`config.mk`:
```
export PLATFORM = sky130hd
export DESIGN_NAME = fetch_cache_front
export DESIGN_NICKNAME = d
export VERILOG_FILES = /design/src/hdl/fetch_bus_pkg.sv /design/src/hdl/route_pkg.sv /design/src/hdl/path_router.sv /design/src/hdl/uncached_lane_fifo.sv /design/src/hdl/bus_merge.sv /design/src/hdl/fetch_cache_front.sv
export SDC_FILE = /design/constraint.sdc
export NUM_CORES = 1
export LEC_CHECK = 0
export BUFFER_PORTS_ARGS = -buffer_cell sky130_fd_sc_hd__buf_2
export CORE_AREA = 5 5 258 260
export CTS_BUF_LIST = sky130_fd_sc_hd__clkbuf_16
export DETAILED_ROUTE_END_ITERATION = 8
export DIE_AREA = 0 0 263 265
export PLACE_DENSITY = 0.45
export REMOVE_ABC_BUFFERS = 1
export SETUP_SLACK_MARGIN = 0.1
export SLEW_MARGIN = 20
export SYNTH_ARGS = -nofsm -noshare
export SYNTH_HDL_FRONTEND = slang
export SYNTH_SLANG_ARGS = --single-unit
```
`constraint.sdc`:
```
create_clock -name clk -period 9.6 [get_ports clk]
set_input_delay 1.92 -clock clk [delete_from_list [all_inputs] [get_ports clk]]
set_output_delay 1.92 -clock clk [all_outputs]
set_load 0.05 [all_outputs]
```
`src/hdl/fetch_bus_pkg.sv`:
```
package fetch_bus_pkg;

    typedef logic [63:0] addr_t;  // bus address, both sides
    typedef logic [31:0] word_t;  // fetch side data word
    typedef logic [63:0] beat_t;  // memory side data beat
    typedef logic [3:0]  mask_t;  // byte write enables

endpackage

```
`src/hdl/route_pkg.sv`:
```
package route_pkg;

    typedef enum logic [1:0] {
        IDLE,      // nothing in flight, next command picks the path
        CACHED,    // commands go to the cache core
        UNCACHED   // commands go straight to memory
    } route_state_e;

    typedef logic [3:0] pending_t;  // outstanding responses, also lane fifo index

    // uncached window, both bounds inclusive
    localparam fetch_bus_pkg::addr_t UNCACHED_BASE_DEF  = 64'h0000_0000_0000_0000;
    localparam fetch_bus_pkg::addr_t UNCACHED_LIMIT_DEF = 64'h0000_0000_0000_0014;

endpackage

```
`src/hdl/path_router.sv`:
```
`timescale 1ns/100ps

module path_router #(
    parameter fetch_bus_pkg::addr_t UNCACHED_BASE  = route_pkg::UNCACHED_BASE_DEF,
    parameter fetch_bus_pkg::addr_t UNCACHED_LIMIT = route_pkg::UNCACHED_LIMIT_DEF
) (
    input  logic                 clk,
    input  logic                 rstn,
    input  logic                 core_cmd_valid,
    input  logic                 core_cmd_ready,      // merged ready from bus_merge
    input  fetch_bus_pkg::addr_t core_cmd_addr,
    input  logic                 core_rsp_valid,      // merged response valid
    input  logic                 cache_idle,          // cache core has no burst running
    output logic                 uncached_sel,
    output logic                 cached_req_valid,
    output logic                 uncached_req_valid
);

    import route_pkg::*;

    route_state_e state_q;
    route_state_e state_d;
    pending_t     pending_q;
    logic         in_window;
    logic         cmd_accept;
    logic         cnt_inc;
    logic         cnt_dec;
    logic         drained;

    //////////////////////////////////////////////////////////////////////
    // window decode and path select
    //////////////////////////////////////////////////////////////////////

    assign in_window = (core_cmd_addr >= UNCACHED_BASE) && (core_cmd_addr <= UNCACHED_LIMIT);

    assign uncached_sel = (state_q == UNCACHED) ||
                          ((state_q == IDLE) && core_cmd_valid && in_window);

    // a command for the inactive path raises neither request, so it waits
    assign cached_req_valid   = core_cmd_valid & ~in_window & ~uncached_sel;
    assign uncached_req_valid = core_cmd_valid & in_window & uncached_sel;

    //////////////////////////////////////////////////////////////////////
    // routing FSM
    //////////////////////////////////////////////////////////////////////

    assign drained = (pending_q == '0);

    always_comb begin
        state_d = state_q;
        case (state_q)
            IDLE: begin
                if (cached_req_valid) begin
                    state_d = CACHED;
                end else if (uncached_req_valid) begin
                    state_d = UNCACHED;
                end
            end
            CACHED: begin
                // cache core may still be refilling after the last response
                if (!cached_req_valid && drained && cache_idle) begin
                    state_d = IDLE;
                end
            end
            UNCACHED: begin
                if (!uncached_req_valid && drained) begin
                    state_d = IDLE;
                end
            end
            default: begin
                state_d = IDLE;
            end
        endcase
    end

    always_ff @(posedge clk or negedge rstn) begin
        if (!rstn) begin
            state_q <= IDLE;
        end else begin
            state_q <= state_d;
        end
    end

    //////////////////////////////////////////////////////////////////////
    // outstanding response counter
    //////////////////////////////////////////////////////////////////////

    assign cmd_accept = core_cmd_valid & core_cmd_ready;
    assign cnt_inc    = cmd_accept & ~core_rsp_valid;
    assign cnt_dec    = core_rsp_valid & ~cmd_accept;  // both at once, no change

    always_ff @(posedge clk or negedge rstn) begin
        if (!rstn) begin
            pending_q <= '0;
        end else if (cnt_inc) begin
            pending_q <= pending_q + 1'b1;
        end else if (cnt_dec) begin
            pending_q <= pending_q - 1'b1;
        end
    end

    // responses must match earlier commands, and the lane fifo must not overflow
    assert property (@(posedge clk) disable iff (!rstn)
        !(cnt_dec && pending_q == '0) && !(cnt_inc && pending_q == '1))
        else $error("path_router: pending count out of range");

endmodule

```
`src/hdl/uncached_lane_fifo.sv`:
```
`timescale 1ns/100ps

module uncached_lane_fifo (
    input  logic                 clk,
    input  logic                 rstn,
    input  logic                 uncached_sel,
    input  logic                 core_cmd_valid,
    input  logic                 core_cmd_ready,
    input  fetch_bus_pkg::addr_t core_cmd_addr,
    input  logic                 core_rsp_valid,
    input  logic                 mem_rsp_valid,
    input  fetch_bus_pkg::beat_t mem_rsp_rdata,
    input  logic                 mem_rsp_err,
    output logic                 uncached_rsp_valid,
    output fetch_bus_pkg::word_t uncached_rsp_rdata,
    output logic                 uncached_rsp_err
);

    import fetch_bus_pkg::*;
    import route_pkg::*;

    localparam int DEPTH  = 2 ** $bits(pending_t);
    localparam int WORD_W = $bits(word_t);

    logic     lane_mem [DEPTH];  // address bit 2 of each uncached command
    pending_t wr_ptr;
    pending_t rd_ptr;
    logic     push;
    logic     pop;
    logic     fifo_empty;
    beat_t    beat_q;            // last uncached memory beat

    //////////////////////////////////////////////////////////////////////
    // lane select fifo
    //////////////////////////////////////////////////////////////////////

    assign push       = uncached_sel & core_cmd_valid & core_cmd_ready;
    assign pop        = uncached_sel & core_rsp_valid;
    assign fifo_empty = (wr_ptr == rd_ptr);

    always_ff @(posedge clk) begin
        if (push) begin
            lane_mem[wr_ptr] <= core_cmd_addr[2];
        end
    end

    always_ff @(posedge clk or negedge rstn) begin
        if (!rstn) begin
            wr_ptr <= '0;
            rd_ptr <= '0;
        end else begin
            if (push) begin
                wr_ptr <= wr_ptr + 1'b1;
            end
            if (pop) begin
                rd_ptr <= rd_ptr + 1'b1;
            end
        end
    end

    //////////////////////////////////////////////////////////////////////
    // registered response
    //////////////////////////////////////////////////////////////////////

    always_ff @(posedge clk or negedge rstn) begin
        if (!rstn) begin
            uncached_rsp_valid <= 1'b0;
            uncached_rsp_err   <= 1'b0;
        end else begin
            uncached_rsp_valid <= uncached_sel & mem_rsp_valid;
            uncached_rsp_err   <= uncached_sel & mem_rsp_valid & mem_rsp_err;
        end
    end

    always_ff @(posedge clk) begin
        if (uncached_sel && mem_rsp_valid) begin
            beat_q <= mem_rsp_rdata;
        end
    end

    // head entry belongs to the response now on the output
    assign uncached_rsp_rdata = lane_mem[rd_ptr] ? beat_q[2*WORD_W-1:WORD_W]
                                                 : beat_q[WORD_W-1:0];

    assert property (@(posedge clk) disable iff (!rstn) pop |-> !fifo_empty)
        else $error("uncached_lane_fifo: response with no lane entry");

endmodule

```
`src/hdl/bus_merge.sv`:
```
`timescale 1ns/100ps

module bus_merge (
    input  logic                 uncached_sel,
    input  logic                 cached_req_valid,
    input  logic                 uncached_req_valid,
    // fetch side command
    input  fetch_bus_pkg::addr_t core_cmd_addr,
    input  logic                 core_cmd_read,
    input  fetch_bus_pkg::word_t core_cmd_wdata,
    input  fetch_bus_pkg::mask_t core_cmd_wmask,
    // cache core fetch port
    input  logic                 cache_cmd_ready,
    input  logic                 cache_rsp_valid,
    input  fetch_bus_pkg::word_t cache_rsp_rdata,
    input  logic                 cache_rsp_err,
    // cache core memory port
    input  logic                 cmem_cmd_valid,
    input  fetch_bus_pkg::addr_t cmem_cmd_addr,
    input  logic                 cmem_cmd_read,
    input  fetch_bus_pkg::beat_t cmem_cmd_wdata,
    input  fetch_bus_pkg::mask_t cmem_cmd_wmask,
    // memory bus
    input  logic                 mem_cmd_ready,
    input  logic                 mem_rsp_valid,
    input  fetch_bus_pkg::beat_t mem_rsp_rdata,
    input  logic                 mem_rsp_err,
    // registered uncached response
    input  logic                 uncached_rsp_valid,
    input  fetch_bus_pkg::word_t uncached_rsp_rdata,
    input  logic                 uncached_rsp_err,
    output logic                 cache_cmd_valid,
    output logic                 core_cmd_ready,
    output logic                 core_rsp_valid,
    output fetch_bus_pkg::word_t core_rsp_rdata,
    output logic                 core_rsp_err,
    output logic                 cmem_cmd_ready,
    output logic                 cmem_rsp_valid,
    output fetch_bus_pkg::beat_t cmem_rsp_rdata,
    output logic                 cmem_rsp_err,
    output logic                 mem_cmd_valid,
    output fetch_bus_pkg::addr_t mem_cmd_addr,
    output logic                 mem_cmd_read,
    output fetch_bus_pkg::beat_t mem_cmd_wdata,
    output fetch_bus_pkg::mask_t mem_cmd_wmask
);

    import fetch_bus_pkg::*;

    beat_t uc_wdata;

    assign uc_wdata = beat_t'(core_cmd_wdata);  // zero extend to beat width

    //////////////////////////////////////////////////////////////////////
    // command side
    //////////////////////////////////////////////////////////////////////

    assign cache_cmd_valid = cached_req_valid;
    assign mem_cmd_valid   = uncached_req_valid | cmem_cmd_valid;

    assign core_cmd_ready = uncached_sel ? (mem_cmd_ready & uncached_req_valid)
                                         : (cache_cmd_ready & cached_req_valid);

    always_comb begin
        if (uncached_sel) begin
            mem_cmd_addr  = core_cmd_addr;
            mem_cmd_read  = core_cmd_read;
            mem_cmd_wdata = uc_wdata;
            mem_cmd_wmask = core_cmd_wmask;
        end else begin
            mem_cmd_addr  = cmem_cmd_addr;
            mem_cmd_read  = cmem_cmd_read;
            mem_cmd_wdata = cmem_cmd_wdata;
            mem_cmd_wmask = cmem_cmd_wmask;
        end
    end

    //////////////////////////////////////////////////////////////////////
    // response side
    //////////////////////////////////////////////////////////////////////

    assign cmem_cmd_ready = mem_cmd_ready & ~uncached_sel;  // cache core sees no memory
    assign cmem_rsp_valid = mem_rsp_valid & ~uncached_sel;
    assign cmem_rsp_rdata = mem_rsp_rdata;
    assign cmem_rsp_err   = mem_rsp_err;

    assign core_rsp_valid = uncached_sel ? uncached_rsp_valid : cache_rsp_valid;
    assign core_rsp_rdata = uncached_sel ? uncached_rsp_rdata : cache_rsp_rdata;
    assign core_rsp_err   = uncached_sel ? uncached_rsp_err : cache_rsp_err;

    // the router drains the cache core before any uncached command is raised
    always_comb begin
        assert final (!(uncached_req_valid && cmem_cmd_valid))
            else $error("bus_merge: memory command from both paths");
    end

endmodule

```
`src/hdl/fetch_cache_front.sv`:
```
`timescale 1ns/100ps

module fetch_cache_front #(
    parameter fetch_bus_pkg::addr_t UNCACHED_BASE  = route_pkg::UNCACHED_BASE_DEF,
    parameter fetch_bus_pkg::addr_t UNCACHED_LIMIT = route_pkg::UNCACHED_LIMIT_DEF
) (
    input  logic                 clk,
    input  logic                 rstn,
    // fetch unit
    input  logic                 core_cmd_valid,
    output logic                 core_cmd_ready,
    input  fetch_bus_pkg::addr_t core_cmd_addr,
    input  logic                 core_cmd_read,
    input  fetch_bus_pkg::word_t core_cmd_wdata,
    input  fetch_bus_pkg::mask_t core_cmd_wmask,
    output logic                 core_rsp_valid,
    input  logic                 core_rsp_ready,
    output fetch_bus_pkg::word_t core_rsp_rdata,
    output logic                 core_rsp_err,
    // cache core fetch port
    output logic                 cache_cmd_valid,
    input  logic                 cache_cmd_ready,
    output fetch_bus_pkg::addr_t cache_cmd_addr,
    output logic                 cache_cmd_read,
    output fetch_bus_pkg::word_t cache_cmd_wdata,
    output fetch_bus_pkg::mask_t cache_cmd_wmask,
    input  logic                 cache_rsp_valid,
    output logic                 cache_rsp_ready,
    input  fetch_bus_pkg::word_t cache_rsp_rdata,
    input  logic                 cache_rsp_err,
    input  logic                 cache_idle,
    // cache core memory port
    input  logic                 cmem_cmd_valid,
    output logic                 cmem_cmd_ready,
    input  fetch_bus_pkg::addr_t cmem_cmd_addr,
    input  logic                 cmem_cmd_read,
    input  fetch_bus_pkg::beat_t cmem_cmd_wdata,
    input  fetch_bus_pkg::mask_t cmem_cmd_wmask,
    output logic                 cmem_rsp_valid,
    output fetch_bus_pkg::beat_t cmem_rsp_rdata,
    output logic                 cmem_rsp_err,
    // memory bus
    output logic                 mem_cmd_valid,
    input  logic                 mem_cmd_ready,
    output fetch_bus_pkg::addr_t mem_cmd_addr,
    output logic                 mem_cmd_read,
    output fetch_bus_pkg::beat_t mem_cmd_wdata,
    output fetch_bus_pkg::mask_t mem_cmd_wmask,
    input  logic                 mem_rsp_valid,
    input  fetch_bus_pkg::beat_t mem_rsp_rdata,
    input  logic                 mem_rsp_err
);

    import fetch_bus_pkg::*;

    logic  uncached_sel;
    logic  cached_req_valid;
    logic  uncached_req_valid;
    logic  uncached_rsp_valid;
    word_t uncached_rsp_rdata;
    logic  uncached_rsp_err;

    // cache core command fields come straight from the fetch unit
    assign cache_cmd_addr  = core_cmd_addr;
    assign cache_cmd_read  = core_cmd_read;
    assign cache_cmd_wdata = core_cmd_wdata;
    assign cache_cmd_wmask = core_cmd_wmask;
    assign cache_rsp_ready = core_rsp_ready;

    path_router #(
        .UNCACHED_BASE  (UNCACHED_BASE),
        .UNCACHED_LIMIT (UNCACHED_LIMIT)
    ) u_path_router (.*);

    uncached_lane_fifo u_uncached_lane_fifo (.*);  // lane select, registered rsp

    bus_merge u_bus_merge (.*);

endmodule

```
==> results.cfg <==
[clock_tree]
insertion_delay_ps = 370
cts_resized = 0
clk_pin_slew_ps = 80
cts.sinks = 96
post_cts_buffers = 0
hold_buffers = 0
clock_path_buffers = 2
cts_tree = built
numCtsBuffers = 9
cts_root_buffer = clkbuf_16
htreeDepth = 3

[final_layout]
fin_nets = 1470
drive_above_1_share = 0.777
area_growth_pct = 45.9
final_area_sq_um = 11000
fill_cells = 7188

[synthesis]
ys_top_cells_by_area = edfxtp_1 32%, mux2_2 17%, buf_4 17%
synthCells = 618
synth_cell_type_count = 44
yosysTopAreaCellShare = 0.320
ys_seq_area_frac = 0.373
ys.flop_type = edfxtp_1
synthArstFlopShare = 0.167
ys_seq_elements = 96
synth_area_sq_um = 7510
synth_edf_count = 80
synthTopCellsByCount = 168 x buf_4, 113 x mux2_2, 80 x edfxtp_1
yosysMostFrequentCell = buf_4
postSynthAreaPerCell_sq_um = 12.2
yosys_warnings = 0
yosysTopAreaCell = edfxtp_1

[detailed_routing]
viasPerCell = 3.49
drtAntennaViolNets = 0
drt_iter0_drc = 354
routed_wl_um = 44700
drc = 0
wl_per_cell_um = 22.5
drt_pre_antenna_iters = 4
vias = 6928

[min_path]
hp-class = reg -> reg
hold_start = u_path_router.state_q[1]

[grt]
antenna_found_initial = 33
track_usage = 0.119
grt_max_degree = 66
gr-total-overflow = 0
grt_pass1_wl_um = 58900
grt_pass1_vias = 7137

[power]
p_int_mw = 0.826
seqPwrFrac = 0.333
pwr-share-clk = 0.278
switching_power_mw = 0.591
max-vdd-ir-drop_mv = 0.0758
p_leak_nw = 5.22
powerDensity_nw_per_um2 = 129
pwr-share-comb = 0.389
switching_share = 0.417

[timing]
min_period_over_period = 0.768
setup-violations-final = 0
drv_slew = 0
fin_worst_skew_ps = 14.8
tightestPinTransition_ps = 941
slew_headroom = 0.367
hold_viol_final = 0
setup_tns_ps = 0
period_minus_slack_ps = 7370
clock.fmax_ghz = 0.136
rsz0062_at_grt = no

[placed_design]
dp_hpwl_um = 40000
gp_congestion = 0.998
port_buffers = 678
placed_area_sq_um = 10600

[die]
die_y_um = 265
start_util = 0.118
core_sq_um = 63900
die_x_um = 263
ios = 681
rows = 93
die-area_sq_um = 69700

[setup_path]
reg2reg_from = u_path_router.state_q[0]
cp-startpoint = core_cmd_addr[59]
cp.arrival_ps = 5450
worst_ep_required_time_ps = 7680
worstPathMaxFanout = 65
worstSetupEndpointType = output port
start_kind = input pin
worstSetupPathType = in -> out

[status]
status = completed

[run]
max_cap_violations = 0
==> worst max-delay path, stage by stage <==
cell and delay [ps]:
buf_2 150, nor4_1 820, nand4_1 490, nor4_4 410, a21boi_4 210, buf_4 330
buf_16 280, mux2_2 390, buf_2 320
==> through the flow <==
| stage | worst slack [ps] | total power, mW | utilization | hold WS (ps) | instances |
|---|---|---|---|---|---|
| after detailed placement | 2010 | 1.04 | 0.166 | 458 | 1962 |
| after global routing | 2070 | 1.47 | 0.171 | 508 | 1982 |
| final | 2230 | 1.42 | 0.171 | 480 | 1987 |
| after global placement | 1970 | 1.03 | 0.165 | 447 | 1961 |
| after CTS | 2010 | 1.44 | 0.171 | 469 | 1978 |
| after floorplan | -10100 | 0.698 | - | 423 | 425 |
==> cells by family after synthesis <==
family          synth area share
compound gates            0.0195
simple gates              0.0885
fa+ha+maj                 0.0160
buf+inv                    0.198
xor+xnor                 0.00933
flops                      0.373
mux                        0.295
==> cell type report <==
cell class                      count  area (sq um)  area share
Tap cell                          855          1070      0.0977
Antenna cell                        8          20.0     0.00183
Inverter                            8          30.0     0.00274
Clock inverter                      7           100     0.00914
Sequential cell                    96          2800       0.256
Clock buffer                        9           225      0.0206
Multi-Input combinational cell    321          3240       0.295
Timing Repair Buffer              683          3470       0.317
==> cell usage in the layout (no fill, tap or decap), types with 3 or more instances in the layout <==
| cell | Yosys | final |
|---|---|---|
| and3_1 | 15 | 15 |
| xnor2_1 | 6 | 6 |
| nor4_1 | 21 | 21 |
| o21a_1 | 4 | 4 |
| diode_2 | 0 | 8 |
| o21ai_0 | 4 | 4 |
| edfxtp_1 | 80 | 80 |
| nor2b_1 | 5 | 4 |
| inv_1 | 8 | 8 |
| mux2_2 | 113 | 113 |
| and2_1 | 35 | 35 |
| nor2_1 | 3 | 3 |
| a21oi_1 | 4 | 4 |
| mux2_4 | 51 | 51 |
| clkbuf_16 | 0 | 9 |
| nand2b_1 | 3 | 3 |
| buf_2 | 9 | 678 |
| o211ai_1 | 4 | 4 |
| buf_4 | 168 | 3 |
| mux4_2 | 4 | 4 |
| dfrtp_1 | 16 | 16 |
| mux2_1 | 6 | 6 |
| nand2_1 | 4 | 4 |
| nand3_1 | 4 | 4 |
| nor3_1 | 4 | 4 |
| ha_1 | 8 | 8 |
| nand4_1 | 5 | 5 |
==> layer usage <==
metal	track usage	vias to the layer above	part of all wire
met5	0	-	0.0021
met4	0.0156	16	0.0075
met3	0.0537	50	0.11
met2	0.202	462	0.48
met1	0.143	3333	0.39
li1	-	3067	-
==> power by group through the flow <==
stage | sequential [mW] | combinational (mW) | clock (mW)
after floorplan | 0.479 | 0.218 | 0
after global placement | 0.481 | 0.553 | 0
after detailed placement | 0.482 | 0.555 | 0
after CTS | 0.473 | 0.557 | 0.414
after global routing | 0.474 | 0.576 | 0.423
final | 0.472 | 0.551 | 0.394
==> registers in the layout, summed over array words and instances, names as in the netlist <==
register,count
u_uncached_lane_fifo.lane_mem,16
u_uncached_lane_fifo.uncached_rsp_valid,1
u_path_router.state_q,2
u_uncached_lane_fifo.beat_q,64
u_uncached_lane_fifo.rd_ptr,4
u_path_router.pending_q,4
u_uncached_lane_fifo.uncached_rsp_err,1
u_uncached_lane_fifo.wr_ptr,4
==> final timing paths <==
| path | endpoint | slack [ps] | cells past startpoint |
|---|---|---|---|
| worst min-delay path | u_path_router.state_q[0] | 480 | 1 |
| worst min register to register | u_path_router.state_q[0] | 480 | 1 |
| worst max-delay path | mem_cmd_addr[55] | 2230 | 9 |
| min in group asynchronous | u_path_router.state_q[1] | 1460 | 1 |
| max in group asynchronous | u_path_router.pending_q[2] | 7850 | 1 |
| worst max register to register | u_path_router.pending_q[3] | 6570 | 12 |
Power figures use the tool's default switching activity.
